==> config.mk <==
export PLATFORM = sky130hd
export DESIGN_NAME = dc_tag_req_stage
export DESIGN_NICKNAME = d
export VERILOG_FILES = /design/src/dc_tag_pkg.sv /design/src/dc_tag_req_stage.sv
export SDC_FILE = /design/constraint.sdc
export NUM_CORES = 1
export LEC_CHECK = 0
export ABC_AREA = 1
export BUFFER_PORTS_ARGS = -buffer_cell sky130_fd_sc_hd__buf_4
export CAP_MARGIN = 20
export CORE_MARGIN = 2
export CORE_UTILIZATION = 41
export DETAILED_ROUTE_END_ITERATION = 6
export PLACE_DENSITY = 0.76
export SYNTH_ARGS = -nofsm -noshare
export SYNTH_HDL_FRONTEND = slang
export SYNTH_SLANG_ARGS = --single-unit
==> constraint.sdc <==
create_clock -name clk -period 1.6 [get_ports clk]
set_clock_uncertainty 0.1 [all_clocks]
set_input_delay 0.24 -clock clk [delete_from_list [all_inputs] [get_ports clk]]
set_output_delay 0.24 -clock clk [all_outputs]
set_load 0.02 [all_outputs]
==> src/dc_tag_pkg.sv <==
package dc_tag_pkg;

  // physical address geometry
  localparam int PADDR_W = 44;
  localparam int OFFSET_W = 6;

  // bit 6 picks the bank and bits 12..7 the row inside it
  localparam int BANK_IDX_W = 6;
  localparam int BANK_ROWS = 1 << BANK_IDX_W;

  // line address is the address without its offset
  localparam int LINE_W = PADDR_W - OFFSET_W;

  // tag is address bits 43..13
  localparam int TAG_W = 31;

  localparam int N_WAYS = 4;
  localparam int WAY_W = 2;

  // access size in bytes, 1 to 8
  localparam int SIZE_W = 4;

  // payload of one tag bank row
  typedef struct packed {
    logic [TAG_W-1:0] tag;
    logic             excl;
  } dc_tag_entry_t;

endpackage

==> src/dc_tag_req_stage.sv <==
`timescale 1ns/1ps

module dc_tag_req_stage (
  input  logic                              clk,
  input  logic                              rst,
  input  logic                              req_valid,
  input  logic [dc_tag_pkg::PADDR_W-1:0]    req_addr,
  input  logic [dc_tag_pkg::SIZE_W-1:0]     req_size,
  input  logic                              fill_en,
  input  logic [dc_tag_pkg::PADDR_W-1:0]    fill_addr,
  input  logic [dc_tag_pkg::WAY_W-1:0]      fill_way,
  input  logic                              fill_excl,
  input  logic                              inv_en,
  input  logic [dc_tag_pkg::PADDR_W-1:0]    inv_addr,
  output logic                              init_busy,
  output logic                              rd_en,
  output logic [dc_tag_pkg::BANK_IDX_W-1:0] rd_even_idx,
  output logic [dc_tag_pkg::BANK_IDX_W-1:0] rd_odd_idx,
  output logic [dc_tag_pkg::TAG_W-1:0]      rd_even_tag,
  output logic [dc_tag_pkg::TAG_W-1:0]      rd_odd_tag,
  output logic                              rd_lo_odd,
  output logic                              rd_split,
  output logic [dc_tag_pkg::N_WAYS-1:0]     wr_way_en,
  output logic                              wr_odd,
  output logic                              wr_both,
  output logic [dc_tag_pkg::BANK_IDX_W-1:0] wr_idx,
  output dc_tag_pkg::dc_tag_entry_t         wr_entry,
  output logic                              wr_valid
);
  import dc_tag_pkg::*;

  logic [LINE_W-1:0] line_lo;
  logic [LINE_W-1:0] line_hi;
  logic [LINE_W-1:0] line_even;
  logic [LINE_W-1:0] line_odd;
  logic [OFFSET_W:0] span;
  logic split;
  logic [BANK_IDX_W-1:0] sweep_cnt;

  assign line_lo = req_addr[PADDR_W-1:OFFSET_W];
  assign line_hi = line_lo + LINE_W'(1);
  assign span = {1'b0, req_addr[OFFSET_W-1:0]} + (OFFSET_W+1)'(req_size);
  assign split = span > (OFFSET_W+1)'(1 << OFFSET_W);

  // low line goes to the bank its bit 0 picks and the other bank always gets the high line
  assign line_even = line_lo[0] ? line_hi : line_lo;
  assign line_odd = line_lo[0] ? line_lo : line_hi;

  always_ff @(posedge clk) begin
    if (rst) begin
      rd_en <= 1'b0;
    end else begin
      rd_en <= req_valid && !init_busy;
    end
    if (req_valid) begin
      rd_even_idx <= line_even[BANK_IDX_W:1];
      rd_odd_idx <= line_odd[BANK_IDX_W:1];
      rd_even_tag <= line_even[LINE_W-1:BANK_IDX_W+1];
      rd_odd_tag <= line_odd[LINE_W-1:BANK_IDX_W+1];
      rd_lo_odd <= line_lo[0];
      rd_split <= split;
    end
  end

  // valid sweep clears one row of both banks per cycle
  always_ff @(posedge clk) begin
    if (rst) begin
      init_busy <= 1'b1;
      sweep_cnt <= '0;
    end else if (init_busy) begin
      sweep_cnt <= sweep_cnt + BANK_IDX_W'(1);
      if (sweep_cnt == '1) begin
        init_busy <= 1'b0;
      end
    end
  end

  // the sweep wins over an invalidate and an invalidate over a fill
  always_ff @(posedge clk) begin
    if (rst) begin
      wr_way_en <= '0;
    end else if (init_busy || inv_en) begin
      wr_way_en <= '1;
    end else if (fill_en) begin
      wr_way_en <= N_WAYS'(1) << fill_way;
    end else begin
      wr_way_en <= '0;
    end
    if (init_busy) begin
      wr_both <= 1'b1;
      wr_odd <= 1'b0;
      wr_idx <= sweep_cnt;
      wr_valid <= 1'b0;
    end else if (inv_en) begin
      wr_both <= 1'b0;
      wr_odd <= inv_addr[OFFSET_W];
      wr_idx <= inv_addr[OFFSET_W+BANK_IDX_W:OFFSET_W+1];
      wr_valid <= 1'b0;
    end else begin
      wr_both <= 1'b0;
      wr_odd <= fill_addr[OFFSET_W];
      wr_idx <= fill_addr[OFFSET_W+BANK_IDX_W:OFFSET_W+1];
      wr_valid <= 1'b1;
    end
    wr_entry.tag <= fill_addr[PADDR_W-1:PADDR_W-TAG_W];
    wr_entry.excl <= fill_excl;
  end

  a_no_fill_and_inv: assert property (
    @(posedge clk) disable iff (rst)
    !(fill_en && inv_en)
  );

  a_no_write_during_init: assert property (
    @(posedge clk) disable iff (rst)
    init_busy |-> !(fill_en || inv_en)
  );

endmodule

# Word level (Yosys, flattened, before mapping)
# Cells that the tools add are included.
classes:
  shifts: 1
  div_mod_pow: 0
  mul: 0
  n_reduce_logical: 3
  add_sub_neg: 3
  n_eq_ne: 1
  n_bitwise: 0
  n_lt_le_gt_ge: 1
  muxes: 11
ops:
  columns: ["operator", "n"]
  rows:
  - ["$mux 38", 2]
  - ["$add 38x1->38 const B", 1]
  - ["$mux 6", 2]
  - ["$mux 4", 2]
  - ["$add 6x4->7", 1]
  - ["$gt 7x7->1 const B", 1]
  - ["$add 6x1->6 const B", 1]
  - ["$eq 6x6->1 const B", 1]
  - ["$mux 1", 5]
  - ["$shl 1x2->4 const A", 1]
  - ["$logic_and 1x1->1", 1]
  - ["$logic_not 1->1", 1]
  - ["$logic_or 1x1->1", 1]
word_totals:
  ram_bits: 0
  rom_bits: 0
  in_bits: 144
  n_memories: 0
  word_cells: 36
  output_inout_bits: 123
  latch_bits: 0
  register_bits: 129

# Depth between registers and ports, before layout
logic_depth:
  depth_word: 3
  ltp_mapped: 10
  mapped_depth_nobuf: 10

# Worst setup path after synthesis
# No wires, ideal clock.
synth_timing:
  path_type: "input-to-reg"
  from: "input req_addr[0] in the netlist's numbering"
  to: "register rd_split (data pin)"
  setup_slack_ns: -0.027
  setup_time_ns: 0.249
  t_required_ns: 1.251
  t_arrival_ns: 1.277
  stages: 8
  cell_sequence: "ha_1 -> inv_1 -> fa_1 -> inv_1 -> nor4_1 -> nand2_1 -> nand2_1 -> inv_1"
synth_between:
  elab_chain_cells: 2
synth_lines:
  columns: ["item", "line", "source"]
  rows:
  - ["start: declaration", "dc_tag_req_stage.sv:7", "input logic [dc_tag_pkg::PADDR_W-1:0] req_addr,"]
  - ["$add 6x4->7", "dc_tag_req_stage.sv:42", "assign span = {1'b0, req_addr[OFFSET_W-1:0]} + (OFFSET_W+1)'(req_size);"]
  - ["$gt 7x7->1", "dc_tag_req_stage.sv:43", "assign split = span > (OFFSET_W+1)'(1 << OFFSET_W);"]
  - ["net split", "dc_tag_req_stage.sv:37", "logic split;"]
  - ["end signal: assignment", "dc_tag_req_stage.sv:61", "rd_split <= split;"]
  - ["end: declaration", "dc_tag_req_stage.sv:22", "output logic rd_split,"]
# The timed path passes the listed nets, and every way through them passes these cells.
# A chain may end at the register's enable or synchronous reset.

# Worst setup path in the final report
layout_timing:
  from: "register init_busy"
  to: "output init_busy"
layout_rtl:
  columns: ["item", "line", "source"]
  rows:
  - ["start: declaration", "dc_tag_req_stage.sv:15", "output logic init_busy,"]
  - ["start signal: assignment", "dc_tag_req_stage.sv:68", "init_busy <= 1'b1;"]
  - ["start signal: assignment", "dc_tag_req_stage.sv:73", "init_busy <= 1'b0;"]
# No word-level cell between the ends.

==> impl_summary.txt <==
----------------------------------------------------
[Status]
  Status ... finished clean

[Worst setup path]
  CP Launch Type ... flip-flop
  Source of the critical timing path ... init_busy$_SDFF_PP1_
  Number of cells traversed by the worst register-to-register path ... 5
  Crit path cell chain ... buf_4 > buf_4
  Delay-heaviest family, CP ... buffers and inverters
  CP endpoint ... init_busy
  Highest-delay cell along the critical path ... sky130_fd_sc_hd__dfxtp_1
  Start of the worst register-to-register path ... init_busy$_SDFF_PP1_
  Endpoint of the most critical register-to-register path ... sweep_cnt[0]$_SDFFE_PP0P_
  Cell seen most often among critical-path stages ... sky130_fd_sc_hd__buf_4
  Crit end category ... output port
  Worst setup path class ... reg2out
  Setup slack on the worst flop-to-flop path ... about 230 ps
  Data required time at the worst endpoint ... about 1300 ps
  Largest incremental delay on the critical path ... approximately 360 ps
  Crit Path Max Fanout ... 11
  Logic depth of the worst setup path including buffers ... 2
  Number of buffer and inverter instances along the worst setup path ... 2
  Critical Path AT ... roughly 1200 ps

[Timing]
  Least-Margin Pin Slew ... ~400 ps
  Max Transition Viols Final ... 0
  Headroom to the max-slew limit ... between 70% and 80%
  Hold Violations, Final ... 0
  RSZ-0062 raised after global routing ... false
  Final period demand of the worst path ... ~1500 ps
  Number of endpoints failing setup at the final stage ... 0
  Max Clk Rate ... about 670 MHz
  Portion of the clock cycle consumed by the worst path in the final layout ... 93.3%

[CTS]
  Buffer levels on the longest clock path ... 2
  Clock transition at the registers of the reported paths ... about 60 ps
  Total clock buffers created by CTS ... 17
  Clock tree sinks ... between 100 and 150
  Skew-Pair Late Insertion Delay ... approximately 420 ps
  Clock root buffer master ... sky130_fd_sc_hd__clkbuf_16
  H-tree level count ... 4
  TritonCTS clock tree ... done

[Drt]
  Routed length on met2 ... between 8000 and 9000 um
  DR top layer ... met4
  Average vias per placed instance ... 4.70
  Final ANT Viol Nets ... 0
  First-pass DRT Iterations ... 5
  Met3 wirelength from detailed routing ... between 1000 and 1500 um
  Routed wire per std cell ... 15.1 um
  Count of unresolved DRC violations after routing ... 0
  Met1 WL ... 6040 um
  Overall routed net length ... between 15,000 and 20,000 um
  Detailed Route Iter0 Violations ... approximately 330
  Vias after detailed routing ... roughly 4,900

[Pwr]
  Sequential group share of total power ... 42.6%
  Power density over the cells ... a little over 1000 mW/mm^2
  Net load switching power ... ~2.3 mW
  Sw frac ... 25.3%
  Lkg Pwr ... 3.95 nW
  Internal Power ... 6.75 mW
  IR Drop Worst-Case VDD ... between 0.7 and 0.8 mV
  Relative contribution of the clock network to total power ... 41.5%
  Gate power share ... about 16%

[Floorplanning]
  I/O pin total ... roughly 270
  Number of standard-cell rows in the floorplan ... around 40
  Starting utilization of the core area ... between 40 and 50%
  Floorplan die width ... roughly 120 um
  Die area ... between 0.01 and 0.015 sq mm
  Chip Height ... 118 um
  Core footprint ... about 0.013 sq mm

[Hold path]
  Hold WC Path Type ... in2reg

[Placed design]
  Placed cell count ... 960
  Number of port buffers ... about 220
  Placer's final routability congestion estimate ... about 0.86
  Post-detailed-placement half-perimeter wirelength ... 11,200 um

[Global routing]
  Maximum number of pins on one net before global-route repair ... 34
  Global-route wire length before repair ... about 25,000 um
  Antenna violations before repair ... 0
  Total overflow reported by the global router ... 0
  Vias in the first global route ... approximately 5,200
  Total global routing track utilization ... between 20% and 30%

[Cells and area]
  Share of the core filled with cells in the final layout ... a little under 70%
  Share of final-layout standard cells stronger than drive strength 1 ... between 30% and 40%
  Layout overhead on the synthesized area ... 62.9%
  Diode count ... 0
  Nets ... between 1,000 and 1,500
  Post-route non-filler standard cell count ... between 1,000 and 1,500

[Synthesis]
  Number of flops mapped to enable cells by yosys ... 76
  Count of unique library cells instantiated by Yosys ... 30
  Xor/xnor cell area share of the yosys netlist ... ~5.4%
  Compound-Gate Fraction of Synth Area ... between 4 and 5%
  Sequential-to-total area share from yosys stat ... 62.5%
  Mean post-synth cell area ... between 9 and 10 sq um
  List of most frequent post-synthesis cells ... 161 x sky130_fd_sc_hd__nand2_1, 76 x sky130_fd_sc_hd__edfxtp_1, 56 x sky130_fd_sc_hd__nor2_1
  Library cell with the highest instance count after synthesis ... sky130_fd_sc_hd__nand2_1
  Largest cells by area after synthesis ... sky130_fd_sc_hd__edfxtp_1 43%, sky130_fd_sc_hd__dfxtp_1 20%, sky130_fd_sc_hd__nand2_1 11%
  Net count after synthesis ... about 700
  Post-Synth Simple-Gate Area ... a little over a fifth
  Combinational family with the most area after synthesis ... simple AND/OR/NAND/NOR gates
  Netlist area before placement ... approximately 0.0053 sq mm
  Register bit count reported by yosys ... around 130
  Fraction of the mapped netlist area in adder cells ... between 2 and 2.5%
  Async set-or-reset flop fraction in the synthesized netlist ... 0%
  Cell taking the most area after synthesis ... sky130_fd_sc_hd__edfxtp_1
  Number of warnings issued by yosys ... 0
  Area fraction of the dominant cell type after synthesis ... a little over two fifths
  Mux cell area share after synthesis ... 0%
  Most frequently used flop master after synthesis ... sky130_fd_sc_hd__edfxtp_1
  Cell count after synthesis ... approximately 550

[Run]
  Number of max-cap violations ... 0

----------------------------------------------------
## cell usage in the layout (no fill, tap or decap), types with 2 or more instances in the layout
master	instances
sky130_fd_sc_hd__clkinv_1	2
sky130_fd_sc_hd__buf_4	263
sky130_fd_sc_hd__buf_12	2
sky130_fd_sc_hd__o21ai_1	2
sky130_fd_sc_hd__nand3_2	2
sky130_fd_sc_hd__dfxtp_1	53
sky130_fd_sc_hd__dlymetal6s4s_1	3
sky130_fd_sc_hd__nor3_1	14
sky130_fd_sc_hd__xnor2_1	12
sky130_fd_sc_hd__clkinv_2	5
sky130_fd_sc_hd__dlygate4sd3_1	56
sky130_fd_sc_hd__clkbuf_16	20
sky130_fd_sc_hd__nand4_1	5
sky130_fd_sc_hd__nand2_2	5
sky130_fd_sc_hd__nand2_1	160
sky130_fd_sc_hd__a21oi_1	14
sky130_fd_sc_hd__nor2_2	7
sky130_fd_sc_hd__inv_1	38
sky130_fd_sc_hd__nand3_1	13
sky130_fd_sc_hd__a22oi_1	2
sky130_fd_sc_hd__o21ai_0	25
sky130_fd_sc_hd__ha_1	5
sky130_fd_sc_hd__clkinv_4	2
sky130_fd_sc_hd__inv_2	2
sky130_fd_sc_hd__buf_6	3
sky130_fd_sc_hd__edfxtp_1	76
sky130_fd_sc_hd__nor2_1	53
sky130_fd_sc_hd__xor2_1	19
sky130_fd_sc_hd__nor2_4	4
sky130_fd_sc_hd__inv_4	3
## layout make-up
| class | count | area, sq um |
|---|---|---|
| fill | 941 | 3960 |
| timing repair buffer | 327 | 2650 |
| inverter | 42 | 158 |
| clock inverter | 11 | 70.1 |
| clock buffer | 21 | 514 |
| tap | 172 | 215 |
| multi-input combinational | 350 | 1770 |
| sequential | 129 | 3340 |
## logic make-up after synthesis
| kind of cell | count (synthesis) |
|---|---|
| compound gates | 44 |
| xor+xnor | 32 |
| fa+ha+maj | 8 |
| buf+inv | 70 |
| flops | 129 |
| simple gates | 266 |
## tightest hold or removal path, delay by kind of cell
| family | cells | cell delay (ps) |
|---|---|---|
| buf+inv | 1 | 110 |
| compound gates | 1 | 70 |
| simple gates | 1 | 50 |
## sequential cells by signal (all words and copies together), names as in the netlist
signal / flops
wr_entry: 32
wr_valid: 1
wr_odd: 1
wr_both: 1
init_busy: 1
rd_even_idx: 6
rd_split: 1
rd_lo_odd: 1
rd_odd_tag: 31
wr_idx: 6
rd_en: 1
rd_even_tag: 31
wr_way_en: 4
sweep_cnt: 6
rd_odd_idx: 6
## power by group through the flow
| stage | Combinational [mW] | Sequential (mW) | Clock, mW |
|---|---|---|---|
| finish | 1.44 | 3.85 | 3.75 |
| detailed placement | 1.31 | 3.91 | 0 |
| global route | 1.54 | 3.87 | 3.96 |
| CTS | 1.42 | 3.85 | 3.80 |
| global placement | 1.28 | 3.91 | 0 |
| floorplan | 0.265 | 4.20 | 0 |
## worst min-delay path by stage
| stage | startpoint | endpoint | cells past startpoint |
|---|---|---|---|
| 6_report | fill_addr[12] | wr_idx[5]$_DFF_P_ | 3 |
| 5_1_grt | fill_addr[12] | wr_idx[5]$_DFF_P_ | 3 |
| 4_1_cts | fill_addr[12] | wr_idx[5]$_DFF_P_ | 3 |
| 3_5_place_dp | fill_addr[38] | wr_entry[26]$_DFF_P_ | 1 |
| 3_3_place_gp | fill_addr[35] | wr_entry[23]$_DFF_P_ | 1 |
| 2_1_floorplan | fill_excl | wr_entry[0]$_DFF_P_ | 0 |
## what timing repair did
item	4_1_cts	5_1_grt
gates resized for setup	0	10
endpoints found under the hold margin	62	0
hold buffers	59	0
setup endpoints to repair	0	6
setup buffers	0	1
## through the flow
stage	hold slack (ps)	TNS, ps	total power [mW]	setup WS, ps	area (sq um)
2_1_floorplan	168	-14.4	4.47	-14.4	5360
3_3_place_gp	245	-1270	5.18	-163	7500
3_5_place_dp	245	-1910	5.22	-215	7500
4_1_cts	0.487	0	9.07	28.0	8680
5_1_grt	21.0	0	9.36	76.0	8710
6_report	12.8	0	9.04	108	8710
## metal layers
metal / up-vias / track usage (%)
met5: - / 0
met4: 0 / 9.94
met3: 33 / 7.72
met2: 229 / 41.2
met1: 2270 / 25.1
li1: 2414 / -
No activity file was read; power rests on OpenSTA's default activity.
