File: src/dc_tag_pkg.sv
package dc_tag_pkg;

  // physical address geometry
  localparam int PADDR_W = 44;
  localparam int OFFSET_W = 6;

  // bit 6 picks the bank and bits 12..7 the row inside it
  localparam int BANK_IDX_W = 6;
  localparam int BANK_ROWS = 1 << BANK_IDX_W;

  // line address is the address without its offset
  localparam int LINE_W = PADDR_W - OFFSET_W;

  // tag is address bits 43..13
  localparam int TAG_W = 31;

  localparam int N_WAYS = 4;
  localparam int WAY_W = 2;

  // access size in bytes, 1 to 8
  localparam int SIZE_W = 4;

  // payload of one tag bank row
  typedef struct packed {
    logic [TAG_W-1:0] tag;
    logic             excl;
  } dc_tag_entry_t;

endpackage

File: src/dc_tag_resolve.sv
`timescale 1ns/1ps

module dc_tag_resolve (
  input  logic                          clk,
  input  logic                          rst,
  input  logic                          rd_en,
  input  logic                          rd_lo_odd,
  input  logic                          rd_split,
  input  logic [dc_tag_pkg::N_WAYS-1:0] hit_even,
  input  logic [dc_tag_pkg::N_WAYS-1:0] hit_odd,
  input  logic [dc_tag_pkg::N_WAYS-1:0] excl_even,
  input  logic [dc_tag_pkg::N_WAYS-1:0] excl_odd,
  output logic                          rsp_valid,
  output logic                          rsp_hit_lo,
  output logic                          rsp_hit_hi,
  output logic [dc_tag_pkg::WAY_W-1:0]  rsp_way_lo,
  output logic [dc_tag_pkg::WAY_W-1:0]  rsp_way_hi,
  output logic                          rsp_excl_lo,
  output logic                          rsp_excl_hi,
  output logic                          rsp_multi_hit
);
  import dc_tag_pkg::*;

  logic en_s1;
  logic en_s2;
  logic lo_odd_s1;
  logic lo_odd_s2;
  logic split_s1;
  logic split_s2;
  logic [N_WAYS-1:0] hit_lo;
  logic [N_WAYS-1:0] hit_hi;
  logic [N_WAYS-1:0] excl_lo;
  logic [N_WAYS-1:0] excl_hi;

  // lowest set bit wins, zero when nothing is set
  function automatic logic [WAY_W-1:0] first_way(input logic [N_WAYS-1:0] v);
    logic [WAY_W-1:0] w;
    w = '0;
    for (int i = N_WAYS - 1; i >= 0; i--) begin
      if (v[i]) begin
        w = WAY_W'(i);
      end
    end
    return w;
  endfunction

  // controls keep pace with the bank read and the hit register in the ways
  always_ff @(posedge clk) begin
    if (rst) begin
      en_s1 <= 1'b0;
      en_s2 <= 1'b0;
    end else begin
      en_s1 <= rd_en;
      en_s2 <= en_s1;
    end
    lo_odd_s1 <= rd_lo_odd;
    lo_odd_s2 <= lo_odd_s1;
    split_s1 <= rd_split;
    split_s2 <= split_s1;
  end

  assign hit_lo = lo_odd_s2 ? hit_odd : hit_even;
  assign hit_hi = split_s2 ? (lo_odd_s2 ? hit_even : hit_odd) : '0;
  assign excl_lo = lo_odd_s2 ? excl_odd : excl_even;
  assign excl_hi = lo_odd_s2 ? excl_even : excl_odd;

  assign rsp_valid = en_s2;
  assign rsp_hit_lo = |hit_lo;
  assign rsp_hit_hi = |hit_hi;
  assign rsp_way_lo = first_way(hit_lo);
  assign rsp_way_hi = first_way(hit_hi);
  assign rsp_excl_lo = rsp_hit_lo ? excl_lo[rsp_way_lo] : 1'b0;
  assign rsp_excl_hi = rsp_hit_hi ? excl_hi[rsp_way_hi] : 1'b0;

  // more than one bit set in either line
  assign rsp_multi_hit = |(hit_lo & (hit_lo - N_WAYS'(1))) ||
                         |(hit_hi & (hit_hi - N_WAYS'(1)));

  a_rsp_hits_known: assert property (
    @(posedge clk) disable iff (rst)
    rsp_valid |-> !$isunknown({hit_even, hit_odd})
  );

endmodule

File: config.mk
export PLATFORM = sky130hd
export DESIGN_NAME = dc_tag_resolve
export DESIGN_NICKNAME = d
export VERILOG_FILES = /design/src/dc_tag_pkg.sv /design/src/dc_tag_resolve.sv
export SDC_FILE = /design/constraint.sdc
export NUM_CORES = 1
export LEC_CHECK = 0
export ABC_CLOCK_PERIOD_IN_PS = 3700
export BUFFER_PORTS_ARGS = -buffer_cell sky130_fd_sc_hd__buf_2
export CAP_MARGIN = 30
export CORE_MARGIN = 2
export CORE_UTILIZATION = 35
export CTS_CLUSTER_DIAMETER = 40
export DETAILED_ROUTE_END_ITERATION = 8
export GPL_ROUTABILITY_DRIVEN = 0
export PLACE_DENSITY_LB_ADDON = 0.2
export SLEW_MARGIN = 20
export SYNTH_ARGS = -nofsm -noshare
export SYNTH_HDL_FRONTEND = slang
export SYNTH_SLANG_ARGS = --single-unit
File: constraint.sdc
create_clock -name clk -period 3.7 [get_ports clk]
set_input_delay 1.11 -clock clk [delete_from_list [all_inputs] [get_ports clk]]
set_output_delay 1.11 -clock clk [all_outputs]
set_load 0.05 [all_outputs]
* Word level (Yosys, flattened, before mapping) *
Cells that the tools add are included.
W data, S select, Z words.

operators by class
  add/subtract/negate cells = 2
  order comparisons = 2
  muxes and demuxes = 19
  bitwise logic cells = 2
  reduce and logical (&&, ||, !) cells = 5

operator list
  kind                   number
  $mux W4                5
  $mux W2                8
  $reduce_or A4 Y1       4
  $and A4 B4 Y4          2
  $sub A4 B1 Y4 const B  2
  $lt A2 B3 Y1 const B   2
  $bmux W1 S2            2
  $mux W1                4
  $logic_or A1 B1 Y1     1

storage, ports and cells
  bits in registers = 6
  bits of input ports = 21
  output and inout bits = 10
  logic and storage cells = 36

* Depth between registers and ports, before layout *
Gate-level depths: netlist of run 1.

  word-level depth = 9
  gate-level depth with buffers = 6
  mapped depth without buffers = 4

* Worst setup path before layout of run 1 *
OpenSTA, ideal clock, no wires.

  path type = input-to-output
  start = input port hit_odd[0] in the netlist's numbering
  end = output port rsp_excl_lo
  data arrival time = 3054 ps
  required time = 2590 ps
  setup slack = -464 ps
  cell stages on the path = 4
  path buffers = 0
  cell sequence = nor3b_1 > o22ai_2 > nand4_1 > a221oi_1

on the way
  elaborated cells between the ends (all ways) = 6
  classes of those cells = 5 x mux; 1 x reduce/logical

RTL lines
  what              RTL line              RTL
  start, declared   dc_tag_resolve.sv:10  input logic [dc_tag_pkg::N_WAYS-1:0] hit_odd,
  $mux W4           dc_tag_resolve.sv:62  assign hit_lo = lo_odd_s2 ? hit_odd : hit_even;
  $reduce_or A4 Y1  dc_tag_resolve.sv:68  assign rsp_hit_lo = |hit_lo;
  net rsp_hit_lo    dc_tag_resolve.sv:14  output logic rsp_hit_lo,
  $mux W1           dc_tag_resolve.sv:72  assign rsp_excl_lo = rsp_hit_lo ? excl_lo[rsp_way_lo] : 1'b0;
  end, declared     dc_tag_resolve.sv:18  output logic rsp_excl_lo,

The timed path passes the listed nets, and every way through them passes these cells. The select of a mux whose other input is x is not followed.

* Final worst setup path of run 1 *
  start = input port hit_odd[3] in the netlist's numbering
  end = output port rsp_excl_hi

on the way
  longest elaborated chain between the ends = 9
  elaborated cells between the ends (all ways) = 10
  classes of those cells = 9 x mux; 1 x reduce/logical

ends and longest elaborated chain
  what                           RTL line              RTL
  $mux W4 * (2 in a row)         dc_tag_resolve.sv:63  assign hit_hi = split_s2 ? (lo_odd_s2 ? hit_even : hit_odd) : '0;
  $mux W2 (4 in a row)           dc_tag_resolve.sv:40  if (v[i]) begin
  $bmux W1 S2                    dc_tag_resolve.sv:73  assign rsp_excl_hi = rsp_hit_hi ? excl_hi[rsp_way_hi] : 1'b0;
  $mux W1 (not written as such)  dc_tag_resolve.sv:73
  $mux W1 *                      dc_tag_resolve.sv:73
  end, declared                  dc_tag_resolve.sv:19  output logic rsp_excl_hi,

Mark *: on every way between the ends. The rest lies on a longest branch, timed or not. The select of a mux whose other input is x is not followed.

==> run summary, run 1 <==
Synthesized area per cell -> 7.70 um2
Slew headroom -> 62.8%
Max-slew violations -> 0
CP Class -> in2out
P_leak -> 0.365 nW
CTS root buf -> clkbuf_4
Synth top area share -> 20.5%
Routed Antenna Nets -> 0
DIE AREA -> 2020 um2
Cell taking the most area after synthesis -> dfxtp_1
First-pass GRT wire length -> 2.63 mm
Post-synth EDFFs -> 0
Clock Sinks -> 6
Worst-path fanout max -> 8
Ys async rst share -> 0%
DRT Pass-1 Iters -> 4
Cell area after synthesis -> 586 um2
Main flop type after synthesis -> dfxtp_1
Antenna cells -> 0
Most frequent cells in the layout -> 30 x buf_2, 6 x mux2i_1, 6 x dfxtp_1
Cts repair resizes -> 0
CTS clk-pin slew, worst paths -> 40 ps
CP required -> 2590 ps
Startpoint types -> input pin
WP data arrival -> 2420 ps
Hold Vio Cnt, Final -> 0
CTS tree -> done
Pwr Density -> 300 nW/um2
Detailed Route WL -> 1.56 mm
Die Ht -> 44.9 um
Vias in the first global route -> 599
Setup violators final -> 0
Hold_buf cts -> 0
Max-cap violations -> 0
IO Pins -> 31
Via count -> 683
RSZ-0062 raised after global routing -> false
Initial Utilization -> 38.0%
Worst path bufs/invs -> 2
Worst path most repeated cell -> buf_2
Final Cycle Share -> 95.5%
Total global routing track utilization -> 17.2%
Maximum number of pins on one net before global-route repair -> 17
Buffers on Ports -> 30
Total grt overflow -> 0
Vias per cell -> 5.55
Worst path max stage delay -> 320 ps
Commonest non-fill, non-tap cell in the layout -> buf_2
Worst-margin pin slew -> 557 ps
Netlist cell types -> 31
Fraction of layout cells with a size suffix above 1 -> 38.3%
Layout Utilization -> 50.7%
Die W -> 44.9 um
Post-CTS setup buffers -> 0
Min Tclk post-route -> 3530 ps
VDD IR-drop max -> 0.308 mV
CP delay by family, top -> compound AO/OA/AOI/OAI gates
Drt wl/cell -> 12.7 um
Top post-synthesis cells by area -> dfxtp_1 21%, mux2i_1 10%, nor3_1 5.1%, nor3b_1 5.1%, a21oi_1 4.3%
Max Freq -> 283 MHz
CP Capture Type -> output pin
# rows -> 14
Post-route cell area -> 782 um2
Bufs on Longest Clock Path -> 2
Initial antenna violation count -> 0
H-tree levels -> 1
Worst-skew pair later-pin latency -> 240 ps
Core Region -> 1540 um2
Post-DP HPWL -> 1.23 mm
Placed cell area -> 759 um2
FF+latch count, synth -> 6
Status -> completed
Clock Skew -> 3.56 ps
Syn Nets -> 97
Crit-path slowest cell -> or2_2
Nets -> 130
Area Growth Syn to Fin -> 33.5%
Post-Synthesis Cells -> 76
Final TNS setup -> 0 ps
YS warnings -> 0
Worst-path cell chain -> buf_2 -> or2_2 -> o211ai_2 -> a2111oi_1 -> o31a_1 -> buf_2
Drc violations -> 0
Iteration-0 DRC Markers -> 10
Hold/Removal Path Class -> reg2reg
CTS Buf Count -> 3
Seq/Total Area, Yosys -> 20.5%
[report_power, final]
group	leakage [nW]	internal (mW)	total, mW	switching, mW
combinational	0.301	0.0355	0.104	0.0681
clock	0.0138	0.0365	0.0579	0.0214
sequential	0.0503	0.0682	0.0728	0.00454
total	0.365	0.140	0.234	0.0941
[cells by family (layout without fill, tap and decap cells)]
logic type,after synthesis,in the layout,synth area share [%]
fa+ha+maj,2,2,3.42
mux,7,7,12.2
compound gates,18,18,21.6
simple gates,37,37,37.0
flops,6,6,20.5
buf+inv,6,37,5.34
[cell type report]
type / count / area [um2]
Tap cell: 16 / 20.0
Sequential cell: 6 / 120
Multi-Input combinational cell: 64 / 450
Timing Repair Buffer: 31 / 158
Inverter: 3 / 11.3
Clock buffer: 3 / 22.5
Fill cell: 164 / 759
[through the flow]
step           hold slack [ps]  power [mW]  instances  setup WS (ps)
2_1_floorplan              310       0.146         76          -19.4
3_3_place_gp               312       0.176        120            179
3_5_place_dp               315       0.177        120            166
4_1_cts                    324       0.238        123            164
5_1_grt                    339       0.249        123           98.2
6_report                   323       0.234        123            166
[state kept, by name (all words and copies together), names as in the netlist]
| name | cells |
|---|---|
| split_s2 | 1 |
| lo_odd_s1 | 1 |
| rsp_valid | 1 |
| en_s1 | 1 |
| split_s1 | 1 |
| lo_odd_s2 | 1 |
[path summary, 6_finish.rpt]
check | startpoint | endpoint | slack, ps | cells past startpoint
setup / recovery | hit_odd[3] | rsp_excl_hi | 170 | 6
hold / removal | split_s1 | split_s2 | 320 | 0
setup reg to reg | en_s1 | rsp_valid | 3210 | 1
hold reg to reg | split_s1 | split_s2 | 320 | 0
[synthesized netlist by cell type (2+ instances only)]
cell and count:
nor3b_1 4, inv_1 3, buf_4 2, mux2i_1 6
nand2_1 5, nand3_1 2, a21oi_1 5, nor2_1 4
maj3_1 2, a211oi_1 2, nor2b_1 4, nor3_1 6
nand3b_1 3, nand2b_1 2, dfxtp_1 6, o21ai_0 5
[metal layers]
metal	global-route usage [%]	vias up	wire length, um
li1	-	347	-
met1	25.6	315	792
met2	26.4	21	676
met3	3.60	0	93
met4	1.76	0	0
met5	0	-	0
Note: power is estimated with default switching activity, not from simulation.
==> run 2: changes to the inputs <==
--- a/config.mk
+++ b/config.mk
@@ -5,15 +5,15 @@
 export SDC_FILE = /design/constraint.sdc
 export NUM_CORES = 1
 export LEC_CHECK = 0
-export ABC_CLOCK_PERIOD_IN_PS = 3700
+export ABC_CLOCK_PERIOD_IN_PS = 3400
 export BUFFER_PORTS_ARGS = -buffer_cell sky130_fd_sc_hd__buf_2
 export CAP_MARGIN = 30
 export CORE_MARGIN = 2
 export CORE_UTILIZATION = 35
 export CTS_CLUSTER_DIAMETER = 40
 export DETAILED_ROUTE_END_ITERATION = 8
-export GPL_ROUTABILITY_DRIVEN = 0
 export PLACE_DENSITY_LB_ADDON = 0.2
+export SKIP_LAST_GASP = 1
 export SLEW_MARGIN = 20
 export SYNTH_ARGS = -nofsm -noshare
 export SYNTH_HDL_FRONTEND = slang
==> constraint.sdc (replaced) <==
create_clock -name clk -period 3.4 [get_ports clk]
set_input_delay 1.02 -clock clk [delete_from_list [all_inputs] [get_ports clk]]
set_output_delay 1.02 -clock clk [all_outputs]
set_load 0.05 [all_outputs]
==> run 2 against run 1 <==
Core utilization rose by 1.7 points. Largest power group unchanged. Largest cell class unchanged. Die area did not move. Critical endpoint unchanged. Combinational power rose by 13%. Flip-flop and latch count did not move. Power rose by 11%. Via count fell by 0.73%.
==> run summary, run 2 (synthesized netlist as in run 1, its figures left out) <==
CTS clk-pin slew, worst paths -> 40 ps (about the same)
Min Tclk post-route -> 3360 ps
DRT Pass-1 Iters -> 4 (unchanged)
Clock Sinks -> 6 (unchanged)
Total grt overflow -> 0 (unchanged)
Clock Skew -> 0.484 ps (-3.07 ps)
Iteration-0 DRC Markers -> 18 (+8)
Top layer in use -> met3
Crit-path slowest cell -> or2_2
Drc violations -> 0 (unchanged)
Max-slew violations -> 0 (unchanged)
Antenna cells -> 0 (unchanged)
Hold path cells -> 0 (unchanged)
Worst Hold End -> lo_odd_s2
First-pass GRT wire length -> 2.57 mm (-2.1%)
Setup violators final -> 0 (unchanged)
Hold/Removal Path Class -> reg2reg
Startpoint types -> input pin
Post-DP HPWL -> 1.34 mm (+8.5%)
Hold Vio Cnt, Final -> 0 (unchanged)
IO Pins -> 31 (unchanged)
FF-to-FF End -> rsp_valid
WL met2 -> 806 um (+19%)
Total global routing track utilization -> 17.2% (about the same)
Die Ht -> 44.9 um (unchanged)
Worst path max stage delay -> 340 ps (+20 ps)
Pwr Density -> 322 nW/um2 (+7.5%)
# rows -> 14 (unchanged)
Fraction of layout cells with a size suffix above 1 -> 40.7% (+2.4 points)
Placed cell area -> 767 um2 (+0.99%)
Layout Utilization -> 52.4% (+1.7 points)
CP required -> 2380 ps (-210 ps)
Commonest non-fill, non-tap cell in the layout -> buf_2
GP Congestion -> 0.803
WL met3 -> 125 um (+34%)
Worst-margin pin slew -> 727 ps (+170 ps)
Routed Antenna Nets -> 0 (unchanged)
Worst r2r src -> en_s1
Drt wl/cell -> 13.8 um (+9.0%)
Post-route cell area -> 808 um2 (+3.4%)
Hold wc startpoint -> lo_odd_s1
CTS root buf -> clkbuf_4
Final Cycle Share -> 98.7%
Max-cap violations -> 0 (unchanged)
Worst-skew pair later-pin latency -> 240 ps (about the same)
Area Growth Syn to Fin -> 38.0%
Vias per cell -> 5.47 (-1.5%)
Bufs on Longest Clock Path -> 2 (unchanged)
Final TNS setup -> 0 ps (unchanged)
Detailed Route WL -> 1.72 mm (+9.9%)
CP Capture Type -> output pin
DIE AREA -> 2020 um2 (unchanged)
Most frequent cells in the layout -> 29 x buf_2, 6 x mux2i_1, 6 x dfxtp_1
CTS Buf Count -> 3 (unchanged)
Die W -> 44.9 um (unchanged)
Initial Utilization -> 38.0% (unchanged)
Post-CTS setup buffers -> 0 (unchanged)
Buffers on Ports -> 30 (unchanged)
WP data arrival -> 2340 ps (-80 ps)
R2R Setup Slk -> 2890 ps (-320 ps)
Filler cell count -> 166 (+1.2%)
Via count -> 678 (-0.73%)
Worst-path cell chain -> buf_2 -> or2_2 -> o211ai_4 -> a2111oi_2 -> o31a_1 -> clkbuf_4
Worst-path fanout max -> 8 (unchanged)
Vias in the first global route -> 625 (+4.3%)
Met1 WL -> 784 um (-1.0%)
Max Freq -> 298 MHz
Footprint of the multi-input gates -> 467 um2 (+3.6%)
Hold_buf cts -> 0 (unchanged)
Initial antenna violation count -> 0 (unchanged)
Nets -> 131 (+0.77%)
CP Class -> in2out
H-tree levels -> 1 (unchanged)
Maximum number of pins on one net before global-route repair -> 20 (+3)
CTS tree -> done
Status -> completed
P_leak -> 0.372 nW (+1.9%)
Storage cell area -> 120 um2 (unchanged)
Cell count of the worst reg-to-reg path -> 1 (unchanged)
VDD IR-drop max -> 0.196 mV (-36%)
Slew headroom -> 51.5% (-11 points)
Core Region -> 1540 um2 (unchanged)
-- run 2: cell count changes in the layout (fill, tap and decap cells not counted) --
cell,change
o211ai_2,-1
buf_4,+1
or3b_4,+1
a2111oi_2,+1
clkbuf_4,+1
buf_2,-1
o211ai_4,+1
a2111oi_1,-1
or3b_1,-1
-- run 2: report_power, final --
group / total [mW] / switching, mW / internal [mW]
clock network: 0.0628 / 0.0230 / 0.0397
logic: 0.117 / 0.0758 / 0.0414
registers: 0.0805 / 0.00624 / 0.0743
-- run 2: worst max-delay path by stage --
stage                            from           to  slack, ps  cells past startpoint
final                      hit_odd[3]  rsp_excl_hi         40                      6
after global routing       hit_odd[2]  rsp_excl_hi         -6                      6
after CTS                  hit_odd[3]  rsp_excl_hi         30                      6
after detailed placement  hit_even[2]  rsp_excl_hi         -6                      6
after global placement    hit_even[2]  rsp_excl_hi         90                      6
after floorplan            hit_odd[0]  rsp_excl_lo       -140                      4
-- run 2: final cells by class --
cell class	count	share of cell area (%)
multi-input cells	64	57.7
repair buffers	32	20.7
flip-flops and latches	6	14.9
clock buffers	3	2.79
well taps	16	2.48
inverters	3	1.39
-- run 2: routing by layer --
layer | GRT usage (%) | vias to the layer above
met3 | 2.80 | 0
met4 | 3.53 | 0
met5 | 0 | -
li1 | - | 348
met2 | 29.9 | 25
met1 | 22.5 | 305
-- run 2: worst max-delay path: cells and delay by family --
kind            cells  cell delay (ps)
simple gates        1              340
buf+inv             2              350
compound gates      3              620
-- run 2: stage by stage --
stage | power (mW) | cells | hold WS, ps | worst slack, ps
floorplan | 0.159 | 76 | 310 | -139
global placement | 0.193 | 121 | 310 | 85.1
detailed placement | 0.195 | 121 | 318 | -6.05
CTS | 0.261 | 124 | 328 | 34.2
global route | 0.278 | 124 | 333 | -6.13
finish | 0.260 | 124 | 325 | 43.8
-- run 2: repair_timing --
action	4_1_cts	5_1_grt
pin swaps	0	0
hold endpoints to repair	0	0
gates resized for setup	1	3
cloned	0	0
setup endpoints to repair	1	1
